`src/hdl/issue_pkg.sv`:
```
//~~~~~~~~~~~~~~~~~~~~~~~~~~~~~~~~~~~~~~~~~~~~~~~~~
// types of the single-issue stage
// register 0 reads as zero and is never pending
// fu class codes follow the functional-unit numbering of the core
// NUM_REGS must equal 2**REG_ADDR_WIDTH
//~~~~~~~~~~~~~~~~~~~~~~~~~~~~~~~~~~~~~~~~~~~~~~~~~
`default_nettype none

package issue_pkg;

	localparam int DATA_WIDTH     = 32;
	localparam int REG_ADDR_WIDTH = 5;
	localparam int NUM_REGS       = 32;
	localparam int TICKET_WIDTH   = 3;
	localparam int FU_COUNT       = 4;
	localparam int CREDIT_WIDTH   = 3;

	// functional-unit classes
	typedef enum logic [1:0] {
		FU_LOAD_STORE = 2'b00,
		FU_FLOAT      = 2'b01,
		FU_INTEGER    = 2'b10,
		FU_BRANCH     = 2'b11
	} fu_class_e;

	// renamed instruction from upstream
	typedef struct packed {
		logic [REG_ADDR_WIDTH-1:0] source1;
		logic [REG_ADDR_WIDTH-1:0] source2;
		logic [REG_ADDR_WIDTH-1:0] destination;
		logic [TICKET_WIDTH-1:0]   ticket;
		fu_class_e                 fu;
		logic [4:0]                microop;
		logic                      source1_pc;
		logic                      source2_immediate;
		logic [DATA_WIDTH-1:0]     pc;
		logic [DATA_WIDTH-1:0]     immediate;
	} renamed_instr_t;

	// result bus from the functional units
	typedef struct packed {
		logic                      valid;
		logic [REG_ADDR_WIDTH-1:0] destination;
		logic [TICKET_WIDTH-1:0]   ticket;
		logic [DATA_WIDTH-1:0]     data;
	} writeback_t;

	// instruction and operands toward execution
	typedef struct packed {
		logic [REG_ADDR_WIDTH-1:0] destination;
		logic [TICKET_WIDTH-1:0]   ticket;
		fu_class_e                 fu;
		logic [4:0]                microop;
		logic [DATA_WIDTH-1:0]     pc;
		logic [DATA_WIDTH-1:0]     data1;
		logic [DATA_WIDTH-1:0]     data2;
	} dispatch_t;

	// one bit per fu class
	typedef logic [FU_COUNT-1:0] credit_vec_t;

endpackage

`default_nettype wire

```
`src/hdl/register_file.sv`:
```
//~~~~~~~~~~~~~~~~~~~~~~~~~~~~~~~~~~~~~~~~~~~~~~~~~
// physical register file, two reads and one write
// contents are not cleared by reset
// writes land at the clock edge and are held off in reset
// register 0 reads as zero, writes to it are dropped
//~~~~~~~~~~~~~~~~~~~~~~~~~~~~~~~~~~~~~~~~~~~~~~~~~
`default_nettype none

module register_file
	import issue_pkg::*;
(
	input  logic                      clk,
	input  logic                      rst_n,
	input  logic                      wr_en,
	input  logic [REG_ADDR_WIDTH-1:0] wr_addr,
	input  logic [DATA_WIDTH-1:0]     wr_data,
	input  logic [REG_ADDR_WIDTH-1:0] rd_addr1,
	input  logic [REG_ADDR_WIDTH-1:0] rd_addr2,
	output logic [DATA_WIDTH-1:0]     rd_data1,
	output logic [DATA_WIDTH-1:0]     rd_data2
);

	logic [DATA_WIDTH-1:0] regs [NUM_REGS];
	logic                  write_ok;

	// register 0 is hardwired, never stored
	assign write_ok = rst_n && wr_en && (wr_addr != '0);

	always_ff @(posedge clk) begin
		if (write_ok) begin
			regs[wr_addr] <= wr_data;
		end
	end

	// asynchronous reads
	always_comb begin
		if (rd_addr1 == '0) begin
			rd_data1 = '0;
		end else begin
			rd_data1 = regs[rd_addr1];
		end
	end

	always_comb begin
		if (rd_addr2 == '0) begin
			rd_data2 = '0;
		end else begin
			rd_data2 = regs[rd_addr2];
		end
	end

endmodule

`default_nettype wire

```
`src/hdl/scoreboard.sv`:
```
//~~~~~~~~~~~~~~~~~~~~~~~~~~~~~~~~~~~~~~~~~~~~~~~~~
// pending bit and newest-producer ticket per register
// an issue to a register wins over a writeback to it
// a writeback clears pending only on a ticket match
// register 0 is never pending
//~~~~~~~~~~~~~~~~~~~~~~~~~~~~~~~~~~~~~~~~~~~~~~~~~
`default_nettype none

module scoreboard
	import issue_pkg::*;
(
	input  logic                      clk,
	input  logic                      rst_n,
	input  writeback_t                wb,
	input  logic                      issue,
	input  logic [REG_ADDR_WIDTH-1:0] issue_dest,
	input  logic [TICKET_WIDTH-1:0]   issue_ticket,
	input  logic [REG_ADDR_WIDTH-1:0] lookup_src1,
	input  logic [REG_ADDR_WIDTH-1:0] lookup_src2,
	input  logic [REG_ADDR_WIDTH-1:0] lookup_dest,
	output logic                      pending_src1,
	output logic                      pending_src2,
	output logic                      pending_dest
);

	logic [NUM_REGS-1:0]     pending;
	logic [TICKET_WIDTH-1:0] tickets [NUM_REGS];
	logic                    issue_set;
	logic                    wb_clear;

	assign issue_set = issue && (issue_dest != '0);

	// older producers finishing late must not clear a newer claim
	assign wb_clear = wb.valid && (wb.ticket == tickets[wb.destination]);

	always_ff @(posedge clk or negedge rst_n) begin
		if (!rst_n) begin
			pending <= '0;
		end else begin
			pending[0] <= 1'b0;
			for (int i = 1; i < NUM_REGS; i++) begin
				if (issue_set && (issue_dest == REG_ADDR_WIDTH'(i))) begin
					pending[i] <= 1'b1;
				end else if (wb_clear && (wb.destination == REG_ADDR_WIDTH'(i))) begin
					pending[i] <= 1'b0;
				end
			end
		end
	end

	// newest producer of each register
	always_ff @(posedge clk) begin
		if (issue_set) begin
			tickets[issue_dest] <= issue_ticket;
		end
	end

	assign pending_src1 = pending[lookup_src1];
	assign pending_src2 = pending[lookup_src2];
	assign pending_dest = pending[lookup_dest];

endmodule

`default_nettype wire

```
`src/hdl/operand_decode.sv`:
```
//~~~~~~~~~~~~~~~~~~~~~~~~~~~~~~~~~~~~~~~~~~~~~~~~~
// operand selection for the incoming instruction
// priority: pc or immediate, then register file,
// then same-cycle writeback bypass for a pending source
// the bypass matches on destination only, not on ticket,
// so a writeback to a pending source always forwards
//~~~~~~~~~~~~~~~~~~~~~~~~~~~~~~~~~~~~~~~~~~~~~~~~~
`default_nettype none

module operand_decode
	import issue_pkg::*;
(
	input  renamed_instr_t        instr,
	input  writeback_t            wb,
	input  logic [DATA_WIDTH-1:0] rd_data1,
	input  logic [DATA_WIDTH-1:0] rd_data2,
	input  logic                  pending_src1,
	input  logic                  pending_src2,
	input  logic                  pending_dest,
	output logic [DATA_WIDTH-1:0] data1,
	output logic [DATA_WIDTH-1:0] data2,
	output logic                  operands_ready
);

	logic stall1;
	logic stall2;

	// returns {stall, operand} for one source
	function automatic logic [DATA_WIDTH:0] select_operand(
		input logic                      use_alt,
		input logic [DATA_WIDTH-1:0]     alt_data,
		input logic                      pending,
		input logic [REG_ADDR_WIDTH-1:0] source,
		input logic [DATA_WIDTH-1:0]     rf_data,
		input writeback_t                bus
	);
		logic [DATA_WIDTH:0] result;
		if (use_alt) begin
			result = {1'b0, alt_data};
		end else if (!pending) begin
			result = {1'b0, rf_data};
		end else if (bus.valid && (bus.destination == source)) begin
			// producer finishing this cycle
			result = {1'b0, bus.data};
		end else begin
			// value not produced yet
			result = {1'b1, rf_data};
		end
		return result;
	endfunction

	assign {stall1, data1} = select_operand(
		instr.source1_pc,
		instr.pc,
		pending_src1,
		instr.source1,
		rd_data1,
		wb
	);

	assign {stall2, data2} = select_operand(
		instr.source2_immediate,
		instr.immediate,
		pending_src2,
		instr.source2,
		rd_data2,
		wb
	);

	// WAW on the destination also holds the instruction
	assign operands_ready = !stall1 && !stall2 && !pending_dest;

endmodule

`default_nettype wire

```
`src/hdl/issue_control.sv`:
```
//~~~~~~~~~~~~~~~~~~~~~~~~~~~~~~~~~~~~~~~~~~~~~~~~~
// issue decision and per-class credit counters
// issue is combinational in the current inputs
// a return and an issue in the same cycle cancel
// counts saturate at CREDITS, valid range 1 to 7
//~~~~~~~~~~~~~~~~~~~~~~~~~~~~~~~~~~~~~~~~~~~~~~~~~
`default_nettype none

module issue_control
	import issue_pkg::*;
#(
	parameter int CREDITS = 2
) (
	input  logic        clk,
	input  logic        rst_n,
	input  logic        instr_valid,
	input  fu_class_e   fu,
	input  logic        operands_ready,
	input  credit_vec_t credit_return,
	output logic        issue
);

	localparam logic [CREDIT_WIDTH-1:0] CREDIT_MAX = CREDIT_WIDTH'(CREDITS);

	logic [CREDIT_WIDTH-1:0] credit_count [FU_COUNT];
	credit_vec_t             has_credit;
	credit_vec_t             consume;

	// per-class grant view
	always_comb begin
		for (int i = 0; i < FU_COUNT; i++) begin
			has_credit[i] = (credit_count[i] != '0);
		end
	end

	assign issue = instr_valid && operands_ready && has_credit[fu];

	// one-hot of the class taking a credit
	always_comb begin
		consume = '0;
		if (issue) begin
			consume[fu] = 1'b1;
		end
	end

	always_ff @(posedge clk or negedge rst_n) begin
		if (!rst_n) begin
			for (int i = 0; i < FU_COUNT; i++) begin
				credit_count[i] <= CREDIT_MAX;
			end
		end else begin
			for (int i = 0; i < FU_COUNT; i++) begin
				if (consume[i] && !credit_return[i]) begin
					credit_count[i] <= credit_count[i] - 1'b1;
				end else if (credit_return[i] && !consume[i]) begin
					// extra returns beyond the pool are dropped
					if (credit_count[i] < CREDIT_MAX) begin
						credit_count[i] <= credit_count[i] + 1'b1;
					end
				end
			end
		end
	end

endmodule

`default_nettype wire

```
`src/hdl/dispatch_register.sv`:
```
//~~~~~~~~~~~~~~~~~~~~~~~~~~~~~~~~~~~~~~~~~~~~~~~~~
// dispatch register toward the functional units
// disp_valid pulses for one cycle after each issue
// disp holds its last value while disp_valid is low
//~~~~~~~~~~~~~~~~~~~~~~~~~~~~~~~~~~~~~~~~~~~~~~~~~
`default_nettype none

module dispatch_register
	import issue_pkg::*;
(
	input  logic                  clk,
	input  logic                  rst_n,
	input  logic                  issue,
	input  renamed_instr_t        instr,
	input  logic [DATA_WIDTH-1:0] data1,
	input  logic [DATA_WIDTH-1:0] data2,
	output logic                  disp_valid,
	output dispatch_t             disp
);

	always_ff @(posedge clk or negedge rst_n) begin
		if (!rst_n) begin
			disp_valid <= 1'b0;
		end else begin
			disp_valid <= issue;
		end
	end

	// payload captured at the issue edge
	always_ff @(posedge clk) begin
		if (issue) begin
			disp.destination <= instr.destination;
			disp.ticket      <= instr.ticket;
			disp.fu          <= instr.fu;
			disp.microop     <= instr.microop;
			disp.pc          <= instr.pc;
			disp.data1       <= data1;
			disp.data2       <= data2;
		end
	end

endmodule

`default_nettype wire

```
`src/hdl/issue_stage.sv`:
```
//~~~~~~~~~~~~~~~~~~~~~~~~~~~~~~~~~~~~~~~~~~~~~~~~~
// single-issue stage of the out-of-order core
// instr is held with instr_valid high until issue
// back-pressure comes only from the fu credits
// up to CREDITS dispatches per class can be in flight
// register file contents are undefined after reset
//~~~~~~~~~~~~~~~~~~~~~~~~~~~~~~~~~~~~~~~~~~~~~~~~~
`default_nettype none

module issue_stage
	import issue_pkg::*;
#(
	parameter int CREDITS = 2
) (
	input  logic           clk,
	input  logic           rst_n,
	input  logic           instr_valid,
	input  renamed_instr_t instr,
	output logic           issue,
	input  writeback_t     wb,
	input  credit_vec_t    credit_return,
	output logic           disp_valid,
	output dispatch_t      disp
);

	logic [DATA_WIDTH-1:0] rd_data1;
	logic [DATA_WIDTH-1:0] rd_data2;
	logic [DATA_WIDTH-1:0] data1;
	logic [DATA_WIDTH-1:0] data2;
	logic                  pending_src1;
	logic                  pending_src2;
	logic                  pending_dest;
	logic                  operands_ready;

	// results are committed straight from the writeback bus
	register_file u_register_file (
		.clk      (clk),
		.rst_n    (rst_n),
		.wr_en    (wb.valid),
		.wr_addr  (wb.destination),
		.wr_data  (wb.data),
		.rd_addr1 (instr.source1),
		.rd_addr2 (instr.source2),
		.rd_data1 (rd_data1),
		.rd_data2 (rd_data2)
	);

	scoreboard u_scoreboard (
		.clk          (clk),
		.rst_n        (rst_n),
		.wb           (wb),
		.issue        (issue),
		.issue_dest   (instr.destination),
		.issue_ticket (instr.ticket),
		.lookup_src1  (instr.source1),
		.lookup_src2  (instr.source2),
		.lookup_dest  (instr.destination),
		.pending_src1 (pending_src1),
		.pending_src2 (pending_src2),
		.pending_dest (pending_dest)
	);

	operand_decode u_operand_decode (
		.instr          (instr),
		.wb             (wb),
		.rd_data1       (rd_data1),
		.rd_data2       (rd_data2),
		.pending_src1   (pending_src1),
		.pending_src2   (pending_src2),
		.pending_dest   (pending_dest),
		.data1          (data1),
		.data2          (data2),
		.operands_ready (operands_ready)
	);

	issue_control #(
		.CREDITS (CREDITS)
	) u_issue_control (
		.clk            (clk),
		.rst_n          (rst_n),
		.instr_valid    (instr_valid),
		.fu             (instr.fu),
		.operands_ready (operands_ready),
		.credit_return  (credit_return),
		.issue          (issue)
	);

	dispatch_register u_dispatch_register (
		.clk        (clk),
		.rst_n      (rst_n),
		.issue      (issue),
		.instr      (instr),
		.data1      (data1),
		.data2      (data2),
		.disp_valid (disp_valid),
		.disp       (disp)
	);

endmodule

`default_nettype wire

```
`config.mk`:
```
export PLATFORM = sky130hd
export DESIGN_NAME = issue_stage
export DESIGN_NICKNAME = d
export VERILOG_FILES = /design/src/hdl/issue_pkg.sv /design/src/hdl/register_file.sv /design/src/hdl/scoreboard.sv /design/src/hdl/operand_decode.sv /design/src/hdl/issue_control.sv /design/src/hdl/dispatch_register.sv /design/src/hdl/issue_stage.sv
export SDC_FILE = /design/constraint.sdc
export NUM_CORES = 2
export LEC_CHECK = 0
export BUFFER_PORTS_ARGS = -buffer_cell sky130_fd_sc_hd__clkbuf_2
export CORE_ASPECT_RATIO = 1.75
export CORE_MARGIN = 4
export CORE_UTILIZATION = 35
export CTS_BUF_LIST = sky130_fd_sc_hd__clkbuf_4 sky130_fd_sc_hd__clkbuf_8 sky130_fd_sc_hd__clkbuf_16
export DETAILED_ROUTE_END_ITERATION = 10
export MAX_ROUTING_LAYER = met4
export PLACE_DENSITY = 0.57
export SYNTH_ARGS = -nofsm -noshare
export SYNTH_HDL_FRONTEND = slang
export SYNTH_HIERARCHICAL = 1
export SYNTH_SLANG_ARGS = --single-unit
```
`constraint.sdc`:
```
create_clock -name clk -period 18.29 [get_ports clk]
set_input_delay 0.9145 -clock clk [delete_from_list [all_inputs] [get_ports clk]]
set_output_delay 0.9145 -clock clk [all_outputs]
set_load 0.05 [all_outputs]
```
# [Word level (Yosys, flattened, before mapping)]
# Memories as Yosys holds them, arrays and structs flattened.
# Cells that the tools add are included.
[word_totals] register_bits=155 mem_bits_rw=1120 input_bits=139 word_cells=367 memories=2
[classes] n_addsub=8 n_lt_le_gt_ge=9 n_eq_ne=65 muxes=97 n_reduce_logical=143
[memory_table] name="u_register_file.regs" words=32 width=32 read_ports=2 rd_clocked_by_memory_dff=0 wr=1 line_no="register_file.sv:23" source="logic [DATA_WIDTH-1:0] regs [NUM_REGS];"
[memory_table] name="u_scoreboard.tickets" words=32 width=3 read_ports=1 rd_clocked_by_memory_dff=0 wr=1 line_no="scoreboard.sv:27" source="logic [TICKET_WIDTH-1:0] tickets [NUM_REGS];"
[ops] operator="$mux 33" n=6
[ops] operator="$eq 5x5->1 const B" n=32
[ops] operator="$logic_and 1x1->1" n=81
[ops] operator="$eq 5x4->1 const B" n=16
[ops] operator="$reduce_bool 2->1" n=39
[ops] operator="$mux 1" n=71
[ops] operator="$mux 32" n=2
[ops] operator="$eq 5x3->1 const B" n=8
[ops] operator="$mux 3" n=12
[ops] operator="$eq 5x2->1 const B" n=4
[ops] operator="$lt 5x6->1 const B" n=3
[ops] operator="$bmux 1 s5" n=3
[ops] operator="$add 3x1->3 const B" n=4
[ops] operator="$lt 3x2->1 const B" n=4
[ops] operator="$reduce_bool 3->1" n=4
[ops] operator="$sub 3x1->3 const B" n=4
[ops] operator="$logic_not 1->1" n=11
[ops] operator="$eq 5x1->1 const B" n=2
[ops] operator="$eq 5x5->1" n=2
[ops] operator="$logic_not 5->1" n=2
[ops] operator="$reduce_bool 5->1" n=2
[ops] operator="$reduce_and 2->1" n=4
[ops] operator="$mux 4" n=1
[ops] operator="$eq 3x3->1" n=1
[ops] operator="4 further kinds" n=4

# [Depth between registers and ports, before layout]
[depth] depth_word=15 mapped_depth=19 ltp_nobuf=17

# [Modules after synthesis]
# The synthesis kept the hierarchy.
[by_module_without_submodules] module="register_file" instances=1 cells_each=2371 area_per_inst_um2=47189.0
[by_module_without_submodules] module="scoreboard" instances=1 cells_each=415 area_per_inst_um2=6153.4
[by_module_without_submodules] module="dispatch_register" instances=1 cells_each=112 area_per_inst_um2=3358.2
[by_module_without_submodules] module="operand_decode" instances=1 cells_each=329 area_per_inst_um2=2040.7
[by_module_without_submodules] module="issue_control" instances=1 cells_each=106 area_per_inst_um2=949.7

# [Worst setup path after synthesis]
# OpenSTA, ideal clock, no wires.
[synth_timing] path_type="input -> register" startpoint="in instr[86] in the netlist's numbering" endpoint="mem u_scoreboard.tickets[19][0], enable pin" setup_ns=0.380 t_arrival_ns=18.293 setup_slack_ns=-0.383 cell_stages=12 path_buffers=2 path_cell_list="clkbuf_1 mux4_2 mux4_2 mux2_2 clkbuf_1 inv_1 a311oi_1 nor3_1 o311ai_0 nor4bb_1 nand4_1 nor3_1"
[synth_rtl] element="from (decl)" line_no="issue_stage.sv:18" source="input renamed_instr_t instr,"
[synth_rtl] element="$bmux 1 s5" line_no="scoreboard.sv:58" source="assign pending_src1 = pending[lookup_src1];"
[synth_rtl] element="$mux 1 (implied by the code)" line_no="scoreboard.sv:58"
[synth_rtl] element="via pending_src1" line_no="issue_stage.sv:30" source="logic pending_src1;"
[synth_rtl] element="$mux 33" line_no="operand_decode.sv:40" source="end else if (!pending) begin"
[synth_rtl] element="$mux 33" line_no="operand_decode.sv:38" source="if (use_alt) begin"
[synth_rtl] element="$logic_not 1->1" line_no="operand_decode.sv:71" source="assign operands_ready = !stall1 && !stall2 && !pending_dest;"
[synth_rtl] element="$logic_and 1x1->1 (2 in series)" line_no="operand_decode.sv:71"
[synth_rtl] element="via operands_ready" line_no="issue_stage.sv:33" source="logic operands_ready;"
[synth_rtl] element="$logic_and 1x1->1 (2 in series)" line_no="issue_control.sv:36" source="assign issue = instr_valid && operands_ready && has_credit[fu];"
[synth_rtl] element="via issue" line_no="issue_stage.sv:19" source="output logic issue,"
[synth_rtl] element="$logic_and 1x1->1" line_no="scoreboard.sv:31" source="assign issue_set = issue && (issue_dest != '0);"
[synth_rtl] element="$mux 1" line_no="scoreboard.sv:53" source="if (issue_set) begin"
[synth_rtl] element="$mux 1 (implied by the code)" line_no="scoreboard.sv:54" source="tickets[issue_dest] <= issue_ticket;"
[synth_rtl] element="to (decl)" line_no="scoreboard.sv:27"
# The timed path passes the listed nets, and every way through them passes these cells. The select of a mux whose other input is x is not followed.

# [Worst setup path in the final report]
[layout_timing] startpoint="in instr[87] in the netlist's numbering" endpoint="out issue"
[layout_rtl] element="$bmux 1 s5" line_no="scoreboard.sv:58"
[layout_rtl] element="$mux 1 (implied by the code)" line_no="scoreboard.sv:58"
[layout_rtl] element="via pending_src1" line_no="issue_stage.sv:30"
[layout_rtl] element="$mux 33" line_no="operand_decode.sv:40"
[layout_rtl] element="$mux 33" line_no="operand_decode.sv:38"
[layout_rtl] element="$logic_not 1->1" line_no="operand_decode.sv:71"
[layout_rtl] element="$logic_and 1x1->1 (2 in series)" line_no="operand_decode.sv:71"
[layout_rtl] element="via operands_ready" line_no="issue_stage.sv:33"
[layout_rtl] element="$logic_and 1x1->1 (2 in series)" line_no="issue_control.sv:36"
[layout_rtl] element="to (decl)" line_no="issue_stage.sv:19"
# The timed path passes the listed nets, and every way through them passes these cells. The select of a mux whose other input is x is not followed.

==> out/qor.yml <==
global_routing:
  grt_use_met3_pct: 3.66
  grt_use_total_pct: 22.3
  grt_pass1_wl_um: 276000
  met2_usage_pct: 38.9
  grt-busiest-layer: "met2"
  grt_max_degree: 124
  met1_usage_pct: 25.0
  grt_pass1_vias: 36978
  antenna_found_initial: 17
  overflow: 0
place:
  dp_cells: 5676
  port_buffers: 251
  hpwl_um: 122000
  finalWeightedCongestion: 0.871
floorplanning:
  die_y_um: 554
  core_area_um2: 170000
  die_area_um2: 177000
  ios: 252
  fp.dieW_um: 320
  start_util_pct: 35.2
  rows: 200
synthesis:
  ys_warn_count: 6
  avgSynthCellArea_um2: 17.9
  syn_inst: 3333
  synth_async_sr_flop_share_pct: 3.45
  synth-edff-count: 1231
  yosys.area.top_type: "edfxtp_1"
  syn_area_um2: 59700
  synth_top_flop_cell: "edfxtp_1"
  ys_ff_latch: 1275
  yosys.area_share.xor_xnor_pct: 0.293
  synth-compound-area-share_pct: 6.84
  ys_seq_area_share_pct: 63.8
  synth_fa_ha_area_share_pct: 0.235
  yosysTopAreaCellShare_pct: 61.9
  synthSimpleGateAreaFrac_pct: 3.89
  synthMuxAreaShare_pct: 22.1
  synth_top_family_by_area: "multiplexers"
  ys_types: 70
  yosys-top-cells-area: "edfxtp_1 62%, mux4_2 17%, mux2i_1 4.0%"
sta:
  slew_headroom_pct: 17.1
  finalSetupTns_ns: 0
  tightest_slew_ns: 1.24
  fin_worst_skew_ns: 0.0749
  finalSetupViolCount: 0
  hold_viol_final: 0
  fin_crit_sh_pct: 35.0
  slew_violations: 0
  fmax_ghz: 0.156
  grt_setup_unrepaired: "no"
  period_needed_ns: 6.39
worst_hold_path:
  hp-class: "input pin to asynchronous set/reset pin"
drt:
  wire_per_inst_um: 33.4
  vias: 35932
  drc: 0
  drt_iter0_markers: 3820
  antenna_left: 0
  wirelength_um: 197000
  dr.pass1.iters: 7
  post_drt_via_cell_ratio: 6.08
worst_setup_path:
  arrival_ns: 5.48
  criticalPathCategory: "input pin to output pin"
  critical_path.slowest_cell: "buf_4"
  cp_common_cell: "buf_4"
  worst_setup_path_end_kind: "output pin"
  critPathLaunchType: "input pin"
  cp_cell_sequence: "buf_4, buf_4, mux4_2, mux4_2, mux2_2, inv_1, a311oi_1, nor3_1, o311ai_0, nor4bb_4, buf_4, clkbuf_2"
  r2r_start: "u_scoreboard/pending[8]$_DFFE_PN0P_"
  rrSetupSlack_ns: 13.09
  r2r_end: "u_scoreboard/pending[16]$_DFFE_PN0P_"
  crit_path_max_incr_delay_ns: 0.66
  worstPathRequired_ns: 17.38
  r2r_cells: 14
  crit_path_max_fanout: 45
clock_tree:
  post_cts_buffers: 0
  clk_path_buf_depth: 3
  numCtsBuffers: 116
  path_clk_slew_ns: 0.06
  htreeDepth: 3
  ctsHoldBuffers: 0
  tritoncts: "done"
  cts-root-buf: "clkbuf_16"
  insertion_delay_ns: 0.77
  ctsResizeCount: 0
  cts_sinks: 1275
final_layout:
  layout.nets: 3721
  drive_gt1_share_pct: 31.0
  fillCellCount: 15281
  layout.area.seq_um2: 38100
  area_growth_pct: 14.0
  multiInputGateArea_um2: 20400
  stdcell_count: 5908
power:
  p_leak_nw: 22.5
  ir_drop_v: 0.0000817
  p_per_area_nw_per_um2: 104
job:
  max-cap-violations: 0
run_status:
  status: "finished, final reports clean"
-- power by group --
group / internal (W) / switching, W / leakage [nW]
clock: 0.00162 / 0.00113 / 2.13
sequential: 0.00333 / 0.0000768 / 11.7
combinational: 0.000311 / 0.000598 / 8.73
-- per-stage QoR --
stage	worst slack (ns)	power, W	utilization, %	hold WS [ns]	instance area (µm²)
CTS	11.75	0.00711	40.1	0.278	68000
finish	11.90	0.00706	40.1	0.311	68100
floorplan	5.35	0.00406	-	0.467	59800
global route	11.63	0.00727	40.1	0.305	68000
detailed placement	11.76	0.00437	37.5	0.509	63700
global placement	11.84	0.00436	37.5	0.496	63700
-- cells in the mapped netlist, drive strengths merged, types with 4 or more instances --
master and number:
clkbuf 141, a21oi 52, o22a 19, or3b 4, nand2b 14, a211o 28, a22oi 6, and2 6
mux2i 241, ha 8, buf 125, edfxtp 1231, o211ai 12, a221oi 28, o21ai 48, a2111oi 32
nor4 45, nor2 106, a22o 70, mux2 33, nor4b 9, nand4 5, dfrtp 40, a211oi 46
a31oi 26, o22ai 61, dfstp 4, nand3 10, mux4 463, o221ai 35, or3 7, inv 77
or4 8, a221o 39, nand2 46, nand3b 6, nor3 44, xor2 4, nor2b 82, xnor2 16
and3 22
-- worst max path at each step --
stage / start / to / slack, ns / depth (start not counted)
6_report: instr[87] / issue / 11.90 / 12
3_5_place_dp: instr[87] / issue / 11.76 / 12
3_3_place_gp: instr[87] / issue / 11.84 / 12
5_1_grt: instr[87] / issue / 11.63 / 12
4_1_cts: instr[87] / issue / 11.75 / 12
2_1_floorplan: instr[86] / u_scoreboard/tickets[19][0]$_DFFE_PP_ / 5.35 / 12
-- critical path: cells and delay by family --
kind	cells	cell delay [ns]
multiplexers	3	1.39
AO/OA/AOI/OAI	2	0.45
AND/OR/NAND/NOR	2	0.99
buffers and inverters	5	1.66
-- metal layers --
metal  up-vias  share of wire [%]
met4         0                5.1
li1      14540                  -
met3       455                7.3
met1     19145                 35
met2      1792                 52
met5         -                  0
-- layout by cell type, fill, tap and decap left out, drive strengths merged, types with 9 or more instances in the layout --
cell / synthesis / layout
edfxtp: 1231 / 1231
mux4: 463 / 463
clkbuf: 141 / 378
mux2i: 241 / 241
buf: 125 / 112
nor2: 106 / 106
inv: 77 / 84
nor2b: 82 / 82
a22o: 70 / 70
o22ai: 61 / 61
a21oi: 52 / 52
o21ai: 48 / 48
nand2: 46 / 46
a211oi: 46 / 46
nor4: 45 / 45
nor3: 44 / 44
dfrtp: 40 / 40
clkinv: 0 / 40
a221o: 39 / 39
o221ai: 35 / 35
conb: 2 / 35
mux2: 33 / 33
a2111oi: 32 / 32
bufinv: 0 / 28
a221oi: 28 / 28
a211o: 28 / 28
a31oi: 26 / 26
and3: 22 / 22
o22a: 19 / 19
diode: 0 / 16
xnor2: 16 / 16
nand2b: 14 / 14
o211ai: 12 / 12
nand3: 10 / 10
nor4b: 9 / 9
-- layout make-up --
class / count / share of cell area (%)
Inverter: 77 / 0.425
Sequential cell: 1275 / 55.9
Clock inverter: 80 / 1.83
Multi-Input combinational cell: 1748 / 30.0
Tap cell: 2222 / 4.09
Timing Repair Buffer: 354 / 3.12
Clock buffer: 136 / 4.55
Antenna cell: 16 / 0.0588
-- cell families after synthesis --
| kind of cell | count (synthesis) |
|---|---|
| xor gates and xnor gates | 20 |
| adders and majority gates | 10 |
| DFF | 1275 |
| other | 2 |
| and+or+nand+nor | 427 |
| buffers and inverters | 343 |
| AOI/OAI and AO/OA | 519 |
| muxes | 737 |
-- sequential cells by signal, summed over array words and instances (netlist names) --
name / cells
u_scoreboard/pending: 31
u_dispatch_register/disp: 111
u_dispatch_register/disp_valid: 1
u_issue_control/credit_count: 12
u_scoreboard/tickets: 96
u_register_file/regs: 1024
Note: power is estimated with default switching activity, not from simulation.
